### src/hdl/rv32i_pkg.sv
// rv32i pipeline package
// shared widths, opcode and ALU encodings, control word and the
// reset and bubble constants of the five-stage pipeline
`default_nettype none

package rv32i_pkg;

    typedef logic [31:0] word_t;    // data, address or instruction
    typedef logic [4:0] reg_idx_t;  // register number

    // only the supported opcodes, op_nop marks a bubble
    typedef enum logic [6:0] {
        op_nop   = 7'b0000000,
        op_load  = 7'b0000011,
        op_imm   = 7'b0010011,
        op_store = 7'b0100011,
        op_reg   = 7'b0110011,
        op_lui   = 7'b0110111,
        op_br    = 7'b1100011
    } opcode_t;

    typedef enum logic [2:0] {
        alu_add,
        alu_sub,
        alu_and,
        alu_or,
        alu_xor
    } alu_op_t;

    // operand source in execute
    typedef enum logic [1:0] {
        fwd_none,
        fwd_exmem,
        fwd_memwb
    } fwd_sel_t;

    typedef enum logic [1:0] {
        wb_alu,
        wb_imm,
        wb_load
    } wb_sel_t;

    typedef struct packed {
        opcode_t opcode;
        alu_op_t alu_op;
        logic imm_op;        // operand b from immediate
        logic br_ne;         // bne, else beq
        logic data_read;
        logic data_write;
        logic load_regfile;
        wb_sel_t wb_sel;
    } ctrl_word_t;

    localparam word_t reset_pc = 32'h0000_0000;
    localparam word_t nop_instr = 32'h0000_0013;  // addi x0, x0, 0

endpackage

`default_nettype wire

### src/hdl/pipeline_status_if.sv
// pipeline status interface
// carries the global stall enable, the branch flush, the register
// numbers of EX, MEM and WB and the operand forwarding selects
`default_nettype none

interface pipeline_status_if;

    logic pipeline_en;                  // all stage buffers load
    logic flush;                        // taken branch in execute
    rv32i_pkg::reg_idx_t rs1_ex;
    rv32i_pkg::reg_idx_t rs2_ex;
    rv32i_pkg::reg_idx_t rd_mem;
    logic wr_mem;                       // MEM writes rd_mem
    logic mem_access;                   // MEM holds a load or store
    rv32i_pkg::reg_idx_t rd_wb;
    logic wr_wb;
    rv32i_pkg::fwd_sel_t fwd_a;
    rv32i_pkg::fwd_sel_t fwd_b;

    modport ctrl (output pipeline_en, flush, fwd_a, fwd_b,
                  input rs1_ex, rs2_ex, rd_mem, wr_mem, mem_access, rd_wb, wr_wb);
    modport fetch (input pipeline_en, flush);
    modport decode (input pipeline_en, flush, output rs1_ex, rs2_ex);
    modport execute (input pipeline_en, fwd_a, fwd_b, output rd_mem, wr_mem, mem_access);
    modport memwb (input pipeline_en, output rd_wb, wr_wb);

endinterface

`default_nettype wire

### src/hdl/fetch_stage.sv
// fetch stage
// program counter with the next-PC choice and the IF/ID buffer
`default_nettype none

module fetch_stage (
    input  logic clk,
    input  logic reset,
    input  logic inst_resp,
    input  rv32i_pkg::word_t inst_rdata,
    input  logic take_branch,
    input  rv32i_pkg::word_t branch_target,
    output logic inst_read,
    output rv32i_pkg::word_t inst_addr,
    output rv32i_pkg::word_t instr_id,
    output rv32i_pkg::word_t pc_id,
    pipeline_status_if.fetch st
);

    assign inst_read = !reset;  // fetch continuously out of reset

    always_ff @(posedge clk)
    begin
        if (reset)
        begin
            inst_addr <= rv32i_pkg::reset_pc;
            instr_id <= rv32i_pkg::nop_instr;
            pc_id <= rv32i_pkg::reset_pc;
        end
        else if (st.pipeline_en && inst_resp)
        begin
            inst_addr <= take_branch ? branch_target : inst_addr + 32'd4;
            instr_id <= st.flush ? rv32i_pkg::nop_instr : inst_rdata;
            pc_id <= inst_addr;
        end
    end

endmodule

`default_nettype wire

### src/hdl/decode_stage.sv
// decode stage
// decodes the instruction into a control word and immediate, reads the
// register file with write-through from writeback, loads ID/EX
`default_nettype none

module decode_stage (
    input  logic clk,
    input  logic reset,
    input  rv32i_pkg::word_t instr_id,
    input  rv32i_pkg::word_t pc_id,
    input  logic wb_we,
    input  rv32i_pkg::reg_idx_t wb_rd,
    input  rv32i_pkg::word_t wb_data,
    output rv32i_pkg::ctrl_word_t ctrl_ex,
    output rv32i_pkg::word_t rs1_val_ex,
    output rv32i_pkg::word_t rs2_val_ex,
    output rv32i_pkg::word_t imm_ex,
    output rv32i_pkg::word_t pc_ex,
    output rv32i_pkg::reg_idx_t rd_ex,
    pipeline_status_if.decode st
);

    rv32i_pkg::word_t regs [32];
    rv32i_pkg::ctrl_word_t ctrl;
    rv32i_pkg::word_t imm, rs1_val, rs2_val;
    rv32i_pkg::reg_idx_t rs1, rs2, rd;
    logic [2:0] funct3;

    assign rs1 = instr_id[19:15];
    assign rs2 = instr_id[24:20];
    assign rd = instr_id[11:7];
    assign funct3 = instr_id[14:12];

    always_comb
    begin
        ctrl = '0;  // bubble unless decoded
        ctrl.opcode = rv32i_pkg::op_nop;
        case (funct3)
            3'b100: ctrl.alu_op = rv32i_pkg::alu_xor;
            3'b110: ctrl.alu_op = rv32i_pkg::alu_or;
            3'b111: ctrl.alu_op = rv32i_pkg::alu_and;
            default: ctrl.alu_op = rv32i_pkg::alu_add;
        endcase
        case (instr_id[6:0])
            rv32i_pkg::op_reg:
            begin
                ctrl.opcode = rv32i_pkg::op_reg;
                ctrl.load_regfile = 1'b1;
                if (funct3 == 3'b000 && instr_id[30])
                    ctrl.alu_op = rv32i_pkg::alu_sub;
            end
            rv32i_pkg::op_imm:
            begin
                ctrl.opcode = rv32i_pkg::op_imm;
                ctrl.imm_op = 1'b1;
                ctrl.load_regfile = 1'b1;
            end
            rv32i_pkg::op_lui:
            begin
                ctrl.opcode = rv32i_pkg::op_lui;
                ctrl.load_regfile = 1'b1;
                ctrl.wb_sel = rv32i_pkg::wb_imm;
            end
            rv32i_pkg::op_load:
            begin
                ctrl.opcode = rv32i_pkg::op_load;
                ctrl.alu_op = rv32i_pkg::alu_add;  // base plus offset
                ctrl.imm_op = 1'b1;
                ctrl.data_read = 1'b1;
                ctrl.load_regfile = 1'b1;
                ctrl.wb_sel = rv32i_pkg::wb_load;
            end
            rv32i_pkg::op_store:
            begin
                ctrl.opcode = rv32i_pkg::op_store;
                ctrl.alu_op = rv32i_pkg::alu_add;
                ctrl.imm_op = 1'b1;
                ctrl.data_write = 1'b1;
            end
            rv32i_pkg::op_br:
            begin
                ctrl.opcode = rv32i_pkg::op_br;
                ctrl.br_ne = funct3[0];
            end
            default: ;  // unsupported, leave as bubble
        endcase
    end

    // immediate formats
    always_comb
    begin
        case (instr_id[6:0])
            rv32i_pkg::op_store:
                imm = {{20{instr_id[31]}}, instr_id[31:25], instr_id[11:7]};
            rv32i_pkg::op_br:
                imm = {{19{instr_id[31]}}, instr_id[31], instr_id[7],
                       instr_id[30:25], instr_id[11:8], 1'b0};
            rv32i_pkg::op_lui:
                imm = {instr_id[31:12], 12'h000};
            default:
                imm = {{20{instr_id[31]}}, instr_id[31:20]};
        endcase
    end

    always_ff @(posedge clk)
    begin
        if (wb_we && wb_rd != 5'd0)
            regs[wb_rd] <= wb_data;
    end

    // write-through so decode sees this cycle's writeback
    assign rs1_val = (rs1 == 5'd0) ? '0 : (wb_we && wb_rd == rs1) ? wb_data : regs[rs1];
    assign rs2_val = (rs2 == 5'd0) ? '0 : (wb_we && wb_rd == rs2) ? wb_data : regs[rs2];

    always_ff @(posedge clk)
    begin
        if (reset || (st.pipeline_en && st.flush))
        begin
            ctrl_ex <= '0;
            rd_ex <= '0;
            st.rs1_ex <= '0;
            st.rs2_ex <= '0;
        end
        else if (st.pipeline_en)
        begin
            ctrl_ex <= ctrl;
            rd_ex <= rd;
            st.rs1_ex <= rs1;
            st.rs2_ex <= rs2;
        end
    end

    always_ff @(posedge clk)
    begin
        if (st.pipeline_en)
        begin
            rs1_val_ex <= rs1_val;
            rs2_val_ex <= rs2_val;
            imm_ex <= imm;
            pc_ex <= pc_id;
        end
    end

endmodule

`default_nettype wire

### src/hdl/execute_stage.sv
// execute stage
// forwarding muxes, ALU, beq/bne compare with target, and EX/MEM buffer
`default_nettype none

module execute_stage (
    input  logic clk,
    input  logic reset,
    input  rv32i_pkg::ctrl_word_t ctrl_ex,
    input  rv32i_pkg::word_t rs1_val_ex,
    input  rv32i_pkg::word_t rs2_val_ex,
    input  rv32i_pkg::word_t imm_ex,
    input  rv32i_pkg::word_t pc_ex,
    input  rv32i_pkg::reg_idx_t rd_ex,
    input  rv32i_pkg::reg_idx_t rs2_ex,
    input  rv32i_pkg::word_t exmem_fwd,
    input  rv32i_pkg::word_t memwb_fwd,
    output logic is_branch,
    output logic branch_cond,
    output rv32i_pkg::word_t branch_target,
    output rv32i_pkg::ctrl_word_t ctrl_mem,
    output rv32i_pkg::word_t alu_mem,
    output rv32i_pkg::word_t store_mem,
    output rv32i_pkg::reg_idx_t rd_mem_out,
    output rv32i_pkg::reg_idx_t rs2_mem_out,
    pipeline_status_if.execute st
);

    rv32i_pkg::word_t op_a, rs2_fwd, op_b, alu_out, result;

    function automatic rv32i_pkg::word_t pick(rv32i_pkg::fwd_sel_t sel,
                                              rv32i_pkg::word_t reg_val,
                                              rv32i_pkg::word_t from_mem,
                                              rv32i_pkg::word_t from_wb);
        case (sel)
            rv32i_pkg::fwd_exmem: return from_mem;
            rv32i_pkg::fwd_memwb: return from_wb;
            default: return reg_val;
        endcase
    endfunction

    assign op_a = pick(st.fwd_a, rs1_val_ex, exmem_fwd, memwb_fwd);
    assign rs2_fwd = pick(st.fwd_b, rs2_val_ex, exmem_fwd, memwb_fwd);
    assign op_b = ctrl_ex.imm_op ? imm_ex : rs2_fwd;

    always_comb
    begin
        case (ctrl_ex.alu_op)
            rv32i_pkg::alu_sub: alu_out = op_a - op_b;
            rv32i_pkg::alu_and: alu_out = op_a & op_b;
            rv32i_pkg::alu_or:  alu_out = op_a | op_b;
            rv32i_pkg::alu_xor: alu_out = op_a ^ op_b;
            default:            alu_out = op_a + op_b;
        endcase
    end

    // lui carries its immediate as the result
    assign result = (ctrl_ex.wb_sel == rv32i_pkg::wb_imm) ? imm_ex : alu_out;

    assign is_branch = (ctrl_ex.opcode == rv32i_pkg::op_br);
    assign branch_cond = ctrl_ex.br_ne ? (op_a != rs2_fwd) : (op_a == rs2_fwd);
    assign branch_target = pc_ex + imm_ex;

    always_ff @(posedge clk)
    begin
        if (reset)
        begin
            ctrl_mem <= '0;
            rd_mem_out <= '0;
        end
        else if (st.pipeline_en)
        begin
            ctrl_mem <= ctrl_ex;
            rd_mem_out <= rd_ex;
        end
    end

    always_ff @(posedge clk)
    begin
        if (st.pipeline_en)
        begin
            alu_mem <= result;
            store_mem <= rs2_fwd;  // already forwarded
            rs2_mem_out <= rs2_ex;
        end
    end

    assign st.rd_mem = rd_mem_out;
    assign st.wr_mem = ctrl_mem.load_regfile;
    assign st.mem_access = ctrl_mem.data_read | ctrl_mem.data_write;

endmodule

`default_nettype wire

### src/hdl/memory_writeback.sv
// memory and writeback stages
// drives the data port, forwards store data from writeback, holds the
// MEM/WB buffer and picks the register file write value
`default_nettype none

module memory_writeback (
    input  logic clk,
    input  logic reset,
    input  rv32i_pkg::ctrl_word_t ctrl_mem,
    input  rv32i_pkg::word_t alu_mem,
    input  rv32i_pkg::word_t store_mem,
    input  rv32i_pkg::reg_idx_t rd_mem,
    input  rv32i_pkg::reg_idx_t rs2_mem,
    input  logic data_resp,
    input  rv32i_pkg::word_t data_rdata,
    output logic data_read,
    output logic data_write,
    output rv32i_pkg::word_t data_addr,
    output rv32i_pkg::word_t data_wdata,
    output rv32i_pkg::word_t exmem_fwd,
    output rv32i_pkg::word_t memwb_fwd,
    output logic wb_we,
    output rv32i_pkg::reg_idx_t wb_rd,
    output rv32i_pkg::word_t wb_data,
    pipeline_status_if.memwb st
);

    rv32i_pkg::wb_sel_t wb_sel;
    rv32i_pkg::word_t alu_wb, load_wb;
    logic store_fwd;

    assign data_read = ctrl_mem.data_read;
    assign data_write = ctrl_mem.data_write;
    assign data_addr = alu_mem;

    // older write to the store's data register now in writeback
    assign store_fwd = ctrl_mem.data_write && wb_we && wb_rd != 5'd0 && wb_rd == rs2_mem;
    assign data_wdata = store_fwd ? memwb_fwd : store_mem;

    // load data comes straight off the read port
    assign exmem_fwd = (ctrl_mem.wb_sel == rv32i_pkg::wb_load) ? data_rdata : alu_mem;

    always_ff @(posedge clk)
    begin
        if (reset)
        begin
            wb_we <= 1'b0;
            wb_rd <= '0;
            wb_sel <= rv32i_pkg::wb_alu;
        end
        else if (st.pipeline_en)
        begin
            wb_we <= ctrl_mem.load_regfile;
            wb_rd <= rd_mem;
            wb_sel <= ctrl_mem.wb_sel;
        end
    end

    always_ff @(posedge clk)
    begin
        if (st.pipeline_en)
            alu_wb <= alu_mem;
        if (st.pipeline_en && ctrl_mem.data_read && data_resp)
            load_wb <= data_rdata;
    end

    always_comb
    begin
        case (wb_sel)
            rv32i_pkg::wb_load: wb_data = load_wb;
            default:            wb_data = alu_wb;  // alu or lui immediate
        endcase
    end

    assign memwb_fwd = wb_data;
    assign st.rd_wb = wb_rd;
    assign st.wr_wb = wb_we;

endmodule

`default_nettype wire

### src/hdl/pipeline_control.sv
// pipeline control
// global stall enable, branch decision with flush, and the forwarding
// selects for both ALU operands
`default_nettype none

module pipeline_control (
    input  logic inst_resp,
    input  logic data_resp,
    input  logic branch_cond,
    input  logic is_branch,
    output logic take_branch,
    pipeline_status_if.ctrl st
);

    logic a_mem, a_wb, b_mem, b_wb;

    // true when a writing stage targets rs, never for x0
    function automatic logic hit(rv32i_pkg::reg_idx_t rs,
                                 rv32i_pkg::reg_idx_t rd,
                                 logic wr);
        return wr && rd != 5'd0 && rd == rs;
    endfunction

    // stall on a missing instruction or a pending data response
    assign st.pipeline_en = inst_resp && (data_resp || !st.mem_access);

    assign take_branch = is_branch && branch_cond;
    assign st.flush = take_branch;

    assign a_mem = hit(st.rs1_ex, st.rd_mem, st.wr_mem);
    assign a_wb = hit(st.rs1_ex, st.rd_wb, st.wr_wb);
    assign b_mem = hit(st.rs2_ex, st.rd_mem, st.wr_mem);
    assign b_wb = hit(st.rs2_ex, st.rd_wb, st.wr_wb);

    // EX/MEM is younger so it wins
    always_comb
    begin
        if (a_mem)
            st.fwd_a = rv32i_pkg::fwd_exmem;
        else if (a_wb)
            st.fwd_a = rv32i_pkg::fwd_memwb;
        else
            st.fwd_a = rv32i_pkg::fwd_none;

        if (b_mem)
            st.fwd_b = rv32i_pkg::fwd_exmem;
        else if (b_wb)
            st.fwd_b = rv32i_pkg::fwd_memwb;
        else
            st.fwd_b = rv32i_pkg::fwd_none;
    end

endmodule

`default_nettype wire

### src/hdl/rv32i_pipeline.sv
// rv32i pipeline top level
// five-stage integer pipeline with separate instruction and data ports
`default_nettype none

module rv32i_pipeline (
    input  logic clk,
    input  logic reset,
    input  logic inst_resp,
    input  rv32i_pkg::word_t inst_rdata,
    input  logic data_resp,
    input  rv32i_pkg::word_t data_rdata,
    output logic inst_read,
    output rv32i_pkg::word_t inst_addr,
    output logic data_read,
    output logic data_write,
    output rv32i_pkg::word_t data_addr,
    output rv32i_pkg::word_t data_wdata
);

    pipeline_status_if st ();

    logic take_branch, is_branch, branch_cond, wb_we;
    rv32i_pkg::word_t branch_target, instr_id, pc_id;
    rv32i_pkg::ctrl_word_t ctrl_ex, ctrl_mem;
    rv32i_pkg::word_t rs1_val_ex, rs2_val_ex, imm_ex, pc_ex;
    rv32i_pkg::word_t alu_mem, store_mem, exmem_fwd, memwb_fwd, wb_data;
    rv32i_pkg::reg_idx_t rd_ex, rd_mem, rs2_mem, wb_rd;

    pipeline_control i_control (
        .inst_resp(inst_resp), .data_resp(data_resp),
        .branch_cond(branch_cond), .is_branch(is_branch),
        .take_branch(take_branch), .st(st.ctrl)
    );

    fetch_stage i_fetch (
        .clk(clk), .reset(reset),
        .inst_resp(inst_resp), .inst_rdata(inst_rdata),
        .take_branch(take_branch), .branch_target(branch_target),
        .inst_read(inst_read), .inst_addr(inst_addr),
        .instr_id(instr_id), .pc_id(pc_id), .st(st.fetch)
    );

    decode_stage i_decode (
        .clk(clk), .reset(reset), .instr_id(instr_id), .pc_id(pc_id),
        .wb_we(wb_we), .wb_rd(wb_rd), .wb_data(wb_data),
        .ctrl_ex(ctrl_ex), .rs1_val_ex(rs1_val_ex), .rs2_val_ex(rs2_val_ex),
        .imm_ex(imm_ex), .pc_ex(pc_ex), .rd_ex(rd_ex), .st(st.decode)
    );

    execute_stage i_execute (
        .clk(clk), .reset(reset), .ctrl_ex(ctrl_ex),
        .rs1_val_ex(rs1_val_ex), .rs2_val_ex(rs2_val_ex), .imm_ex(imm_ex),
        .pc_ex(pc_ex), .rd_ex(rd_ex), .rs2_ex(st.rs2_ex),
        .exmem_fwd(exmem_fwd), .memwb_fwd(memwb_fwd),
        .is_branch(is_branch), .branch_cond(branch_cond),
        .branch_target(branch_target), .ctrl_mem(ctrl_mem), .alu_mem(alu_mem),
        .store_mem(store_mem), .rd_mem_out(rd_mem), .rs2_mem_out(rs2_mem),
        .st(st.execute)
    );

    memory_writeback i_memwb (
        .clk(clk), .reset(reset), .ctrl_mem(ctrl_mem), .alu_mem(alu_mem),
        .store_mem(store_mem), .rd_mem(rd_mem), .rs2_mem(rs2_mem),
        .data_resp(data_resp), .data_rdata(data_rdata),
        .data_read(data_read), .data_write(data_write),
        .data_addr(data_addr), .data_wdata(data_wdata),
        .exmem_fwd(exmem_fwd), .memwb_fwd(memwb_fwd),
        .wb_we(wb_we), .wb_rd(wb_rd), .wb_data(wb_data), .st(st.memwb)
    );

endmodule

`default_nettype wire

### config.mk
export PLATFORM = sky130hd
export DESIGN_NAME = rv32i_pipeline
export DESIGN_NICKNAME = d
export VERILOG_FILES = /design/src/hdl/rv32i_pkg.sv /design/src/hdl/pipeline_status_if.sv /design/src/hdl/fetch_stage.sv /design/src/hdl/decode_stage.sv /design/src/hdl/execute_stage.sv /design/src/hdl/memory_writeback.sv /design/src/hdl/pipeline_control.sv /design/src/hdl/rv32i_pipeline.sv
export SDC_FILE = /design/constraint.sdc
export NUM_CORES = 2
export LEC_CHECK = 0
export BUFFER_PORTS_ARGS = -buffer_cell sky130_fd_sc_hd__buf_2
export CORE_UTILIZATION = 30
export DETAILED_ROUTE_END_ITERATION = 10
export PLACE_DENSITY = 0.54
export SYNTH_ARGS = -nofsm -noshare
export SYNTH_HDL_FRONTEND = slang
export SYNTH_SLANG_ARGS = --single-unit
### constraint.sdc
create_clock -name clk -period 8.75 [get_ports clk]
set_input_delay 1.75 -clock clk [delete_from_list [all_inputs] [get_ports clk]]
set_output_delay 1.75 -clock clk [all_outputs]
set_load 0.02 [all_outputs]
==> flow_results.org <==
** Outcome
- Result of the run :: completed

** Pwr
- The worst-case IR drop observed on VDD is 0.1344 mV.
- In this run the power density over the cells is roughly 210 nW/um^2.
- Switching Fraction :: between 20% and 30%
- Relative contribution of combinational cells to total power :: ~15%
- In this run the power spent charging and discharging nets is approximately 4.8 mW.
- Proportion of power drawn by the clock network :: between 30 and 40%
- Leakage dissipation :: ~26 nW
- Register share of total power :: a little under half
- Internal power comes to 12.33 mW.

** Timing
- At the pin with the least slew margin, the transition time is 1405 ps.
- After layout, the worst setup slack is 1774 ps.
- Clock Skew :: between 50 and 60 ps
- Setup-violating endpoint count in the final report :: 0
- The smallest clock period supported by the final layout is computed as 6976 ps.
- In the final timing run, aggregate negative setup slack is 0 ps.
- Setup repair after global routing left no endpoint under its margin.
- The final number of hold-violating endpoints was 0.
- In this run the tightest slew margin relative to its limit is 5.338%.
- Final cycle utilization of the critical path :: 79.73%
- The max-slew violation count was 0.
- Based on the critical path, the design can be clocked at up to 0.1433 GHz.

** Placed design
- HPWL Detailed :: roughly 150000 um
- Placement Setup Slack :: 1851 ps
- Placer congestion estimate :: 0.9424
- In this run the tool buffered the top-level ports with 166 buffer cells.

** Synthesis
- Biggest area contributors in the synthesized netlist :: sky130_fd_sc_hd__edfxtp_1 (53%), sky130_fd_sc_hd__mux4_2 (16%), sky130_fd_sc_hd__dfxtp_1 (4.0%)
- Top cells by instance count after synthesis :: sky130_fd_sc_hd__edfxtp_1 (1285), sky130_fd_sc_hd__mux4_2 (514), sky130_fd_sc_hd__nand2_1 (302)
- The most used flip-flop cell after synthesis is sky130_fd_sc_hd__edfxtp_1.
- A synthesized cell averages 14.58 sq um.
- Yosys mapped a number of flops with a built-in enable equal to 1285.
- The number of different library cells used by synthesis comes to 85.
- #FFs+latches synth :: roughly 1400
- Post-Syn Instances :: slightly below 5000
- Of all flip-flops after synthesis, the portion carrying an async set or reset was 0%.
- Summed over all instances, the cell type with the most area after synthesis is sky130_fd_sc_hd__edfxtp_1.
- The Yosys step of the flow raised 0 warnings.
- Sequential-to-total area share from yosys stat :: 57.47%
- Most common cell in the netlist :: sky130_fd_sc_hd__edfxtp_1
- The top cell type by area accounts for 53.47% of the synthesized area.
- Total standard cell area after synthesis :: 72160 sq um

** Worst setup path
- Startpoint-to-endpoint class of the critical path :: reg -> reg
- The worst setup path is captured at a register.
- Worst EP required :: approximately 9300 ps
- Data on the critical path arrives at its endpoint at 7490 ps.
- Critical path startpoint category :: register
- Of all nets on the critical path, the largest fanout is 23.

** Die
- Die Outline Area :: 242500 sq um
- Floorplan die width :: between 400 and 500 um
- The initial utilization of the core area, before any placement, comes to between 30% and 40%.
- In this run the vertical extent of the chip is ~490 um.
- Count of standard-cell rows :: 179
- Number of top-level pins :: 167
- Std-Cell Core Area :: 238500 sq um

** Route
- Across all layers, the routed design uses 48000 vias.
- ANT nets after route :: 0
- After detailed routing, the average wire length per cell comes to 29.94 um.
- In this run, the number of DRC markers left after iteration 0 of detailed routing was 5878.
- In the routed design, unresolved DRC markers number 0.
- Number of optimization iterations in the first detailed-route pass :: 9
- DRT Wirelength :: 250100 um
- Using the TritonRoute via totals, the vias-per-cell ratio works out to 5.745.

** Clocking
- The H-tree was split into 4 levels.
- The number of setup buffers added after CTS is 0.
- The longest clock path from root to sink contains 3 buffers.
- Num Clock Sinks :: 1429
- TritonCTS buffer count :: 155
- TritonCTS clock tree :: built
- In this run the clock root is driven by a sky130_fd_sc_hd__clkbuf_16.
- Clock network latency to the later pin of the worst-skew pair :: 840 ps
- After clock tree synthesis, the flow added hold-fix buffers numbering 0.
- Once the clock tree was built, the resizer swapped 0 gates to a different size.
- Clock-pin slew reported for the worst setup and hold paths after clock tree synthesis :: approximately 60 ps

** GRT
- The initial antenna violation count came to 17.
- First-pass GRT wire length :: 352100 um
- The number of global-route vias before repair is 46830.
- Summed over all layers, the global routing overflow is 0.
- Global routing used between 20% and 30% of the available tracks across all layers.
- Largest net degree at the start of global routing :: 170

** Hold path
- The path class of the tightest hold or removal check is reg -> reg.

** Cells and area
- Cells with a size suffix above 1 make up 23.66% of the layout.
- Compared with the post-synthesis result, the final layout area differs by 13.53%.
- For this run, the post-layout net count is approximately 5300.
- Register with the most flip-flops :: i_decode.regs
- Max FFs per register :: 1024

** Job
- Number of max-cap violations :: 0
-- worst paths after layout --
path | start | endpoint | slack [ps] | cells after the start
setup / recovery | i_memwb.st.rd_wb[4]$_SDFFE_PP0P_ | i_execute.alu_mem[30]$_DFFE_PP_ | 1770 | 20
hold / removal | i_fetch.pc_id[1]$_SDFFE_PP0P_ | i_decode.pc_ex[1]$_DFFE_PP_ | 410 | 0
setup reg to reg | i_memwb.st.rd_wb[4]$_SDFFE_PP0P_ | i_execute.alu_mem[30]$_DFFE_PP_ | 1770 | 20
hold reg to reg | i_fetch.pc_id[1]$_SDFFE_PP0P_ | i_decode.pc_ex[1]$_DFFE_PP_ | 410 | 0
-- cells in the final DEF (no fill, tap or decap), drive strengths merged, types with 30 or more instances in the layout --
cell type and n:
a21oi 294, o31ai 61, nand3 74, ha 135, clkinv 71, nor2 270, buf 290, nand2b 32
conb 32, nand2 302, inv 106, edfxtp 1285, dfxtp 144, mux4 514, xnor2 91, a211oi 52
o22ai 81, or3 51, nor3 96, o21ai 142, mux2 113, a221oi 41, a22oi 33, mux2i 249
xor2 30, clkbuf 195, nand4 65, a21o 39
-- logic make-up after synthesis --
logic type               after synthesis  synth area share [%]
multiplexers                         876                 21.28
buffers and inverters                468                 2.526
AO/OA/AOI/OAI                        898                 8.147
flip-flops                          1429                 57.47
other                                  1              0.005197
AND/OR/NAND/NOR                     1019                 6.713
adder cells (fa/ha/maj)              137                 2.396
XOR/XNOR                             121                 1.469
-- power groups by stage --
stage	logic [mW]	clock network [mW]	registers [mW]
after floorplan	1.62	0	8.16
after global placement	2.57	0	8.25
after detailed placement	2.59	0	8.25
after CTS	2.60	6.49	8.11
after global routing	2.81	6.74	8.12
final	2.64	6.38	8.11
-- final cells by class --
class / instances / area, sq um
Multi-Input combinational cell: 3083 / 29330
Antenna cell: 3 / 7.507
Inverter: 102 / 390.4
Timing Repair Buffer: 290 / 1864
Sequential cell: 1429 / 41510
Fill cell: 22940 / 156600
Tap cell: 3167 / 3963
Clock inverter: 86 / 773.2
Clock buffer: 195 / 4091
-- worst max-delay path, cell delays in order (launching register included) --
cell	delay [ps]
sky130_fd_sc_hd__dfxtp_1	480
sky130_fd_sc_hd__or3_1	660
sky130_fd_sc_hd__o311ai_4	1000
sky130_fd_sc_hd__nor3_1	190
sky130_fd_sc_hd__o311ai_0	510
sky130_fd_sc_hd__o2111ai_1	410
sky130_fd_sc_hd__nor4_2	360
sky130_fd_sc_hd__and3_1	280
sky130_fd_sc_hd__a21oi_1	80
sky130_fd_sc_hd__and2b_1	380
sky130_fd_sc_hd__xnor2_1	140
sky130_fd_sc_hd__ha_1	400
sky130_fd_sc_hd__nand2_1	100
sky130_fd_sc_hd__nor2_1	240
sky130_fd_sc_hd__o211ai_1	180
sky130_fd_sc_hd__a21o_1	210
sky130_fd_sc_hd__a21boi_0	310
sky130_fd_sc_hd__o221ai_1	250
sky130_fd_sc_hd__o21ai_0	250
sky130_fd_sc_hd__xnor2_1	140
sky130_fd_sc_hd__o21ai_0	90
-- stage by stage --
step | cells | cell area, sq um | hold WS (ps) | utilization, % | total power, mW
6_report | 8355 | 81930 | 414.9 | 34.35 | 17.13
5_1_grt | 8352 | 81920 | 431.0 | 34.35 | 17.67
4_1_cts | 8352 | 81920 | 426.8 | 34.35 | 17.20
3_5_place_dp | 8071 | 77060 | 412.6 | 32.31 | 10.84
3_3_place_gp | 8071 | 77060 | 410.9 | 32.31 | 10.82
2_1_floorplan | 4980 | 72280 | 408.1 | - | 9.772
-- layer usage --
layer,GRT usage [%],up-vias,wire length (um)
met5,0,-,46
met2,32.14,2392,116400
li1,-,20080,-
met1,27.56,25080,103700
met3,3.819,436,21480
met4,6.644,8,8508
(Power assumes the default switching activity.)
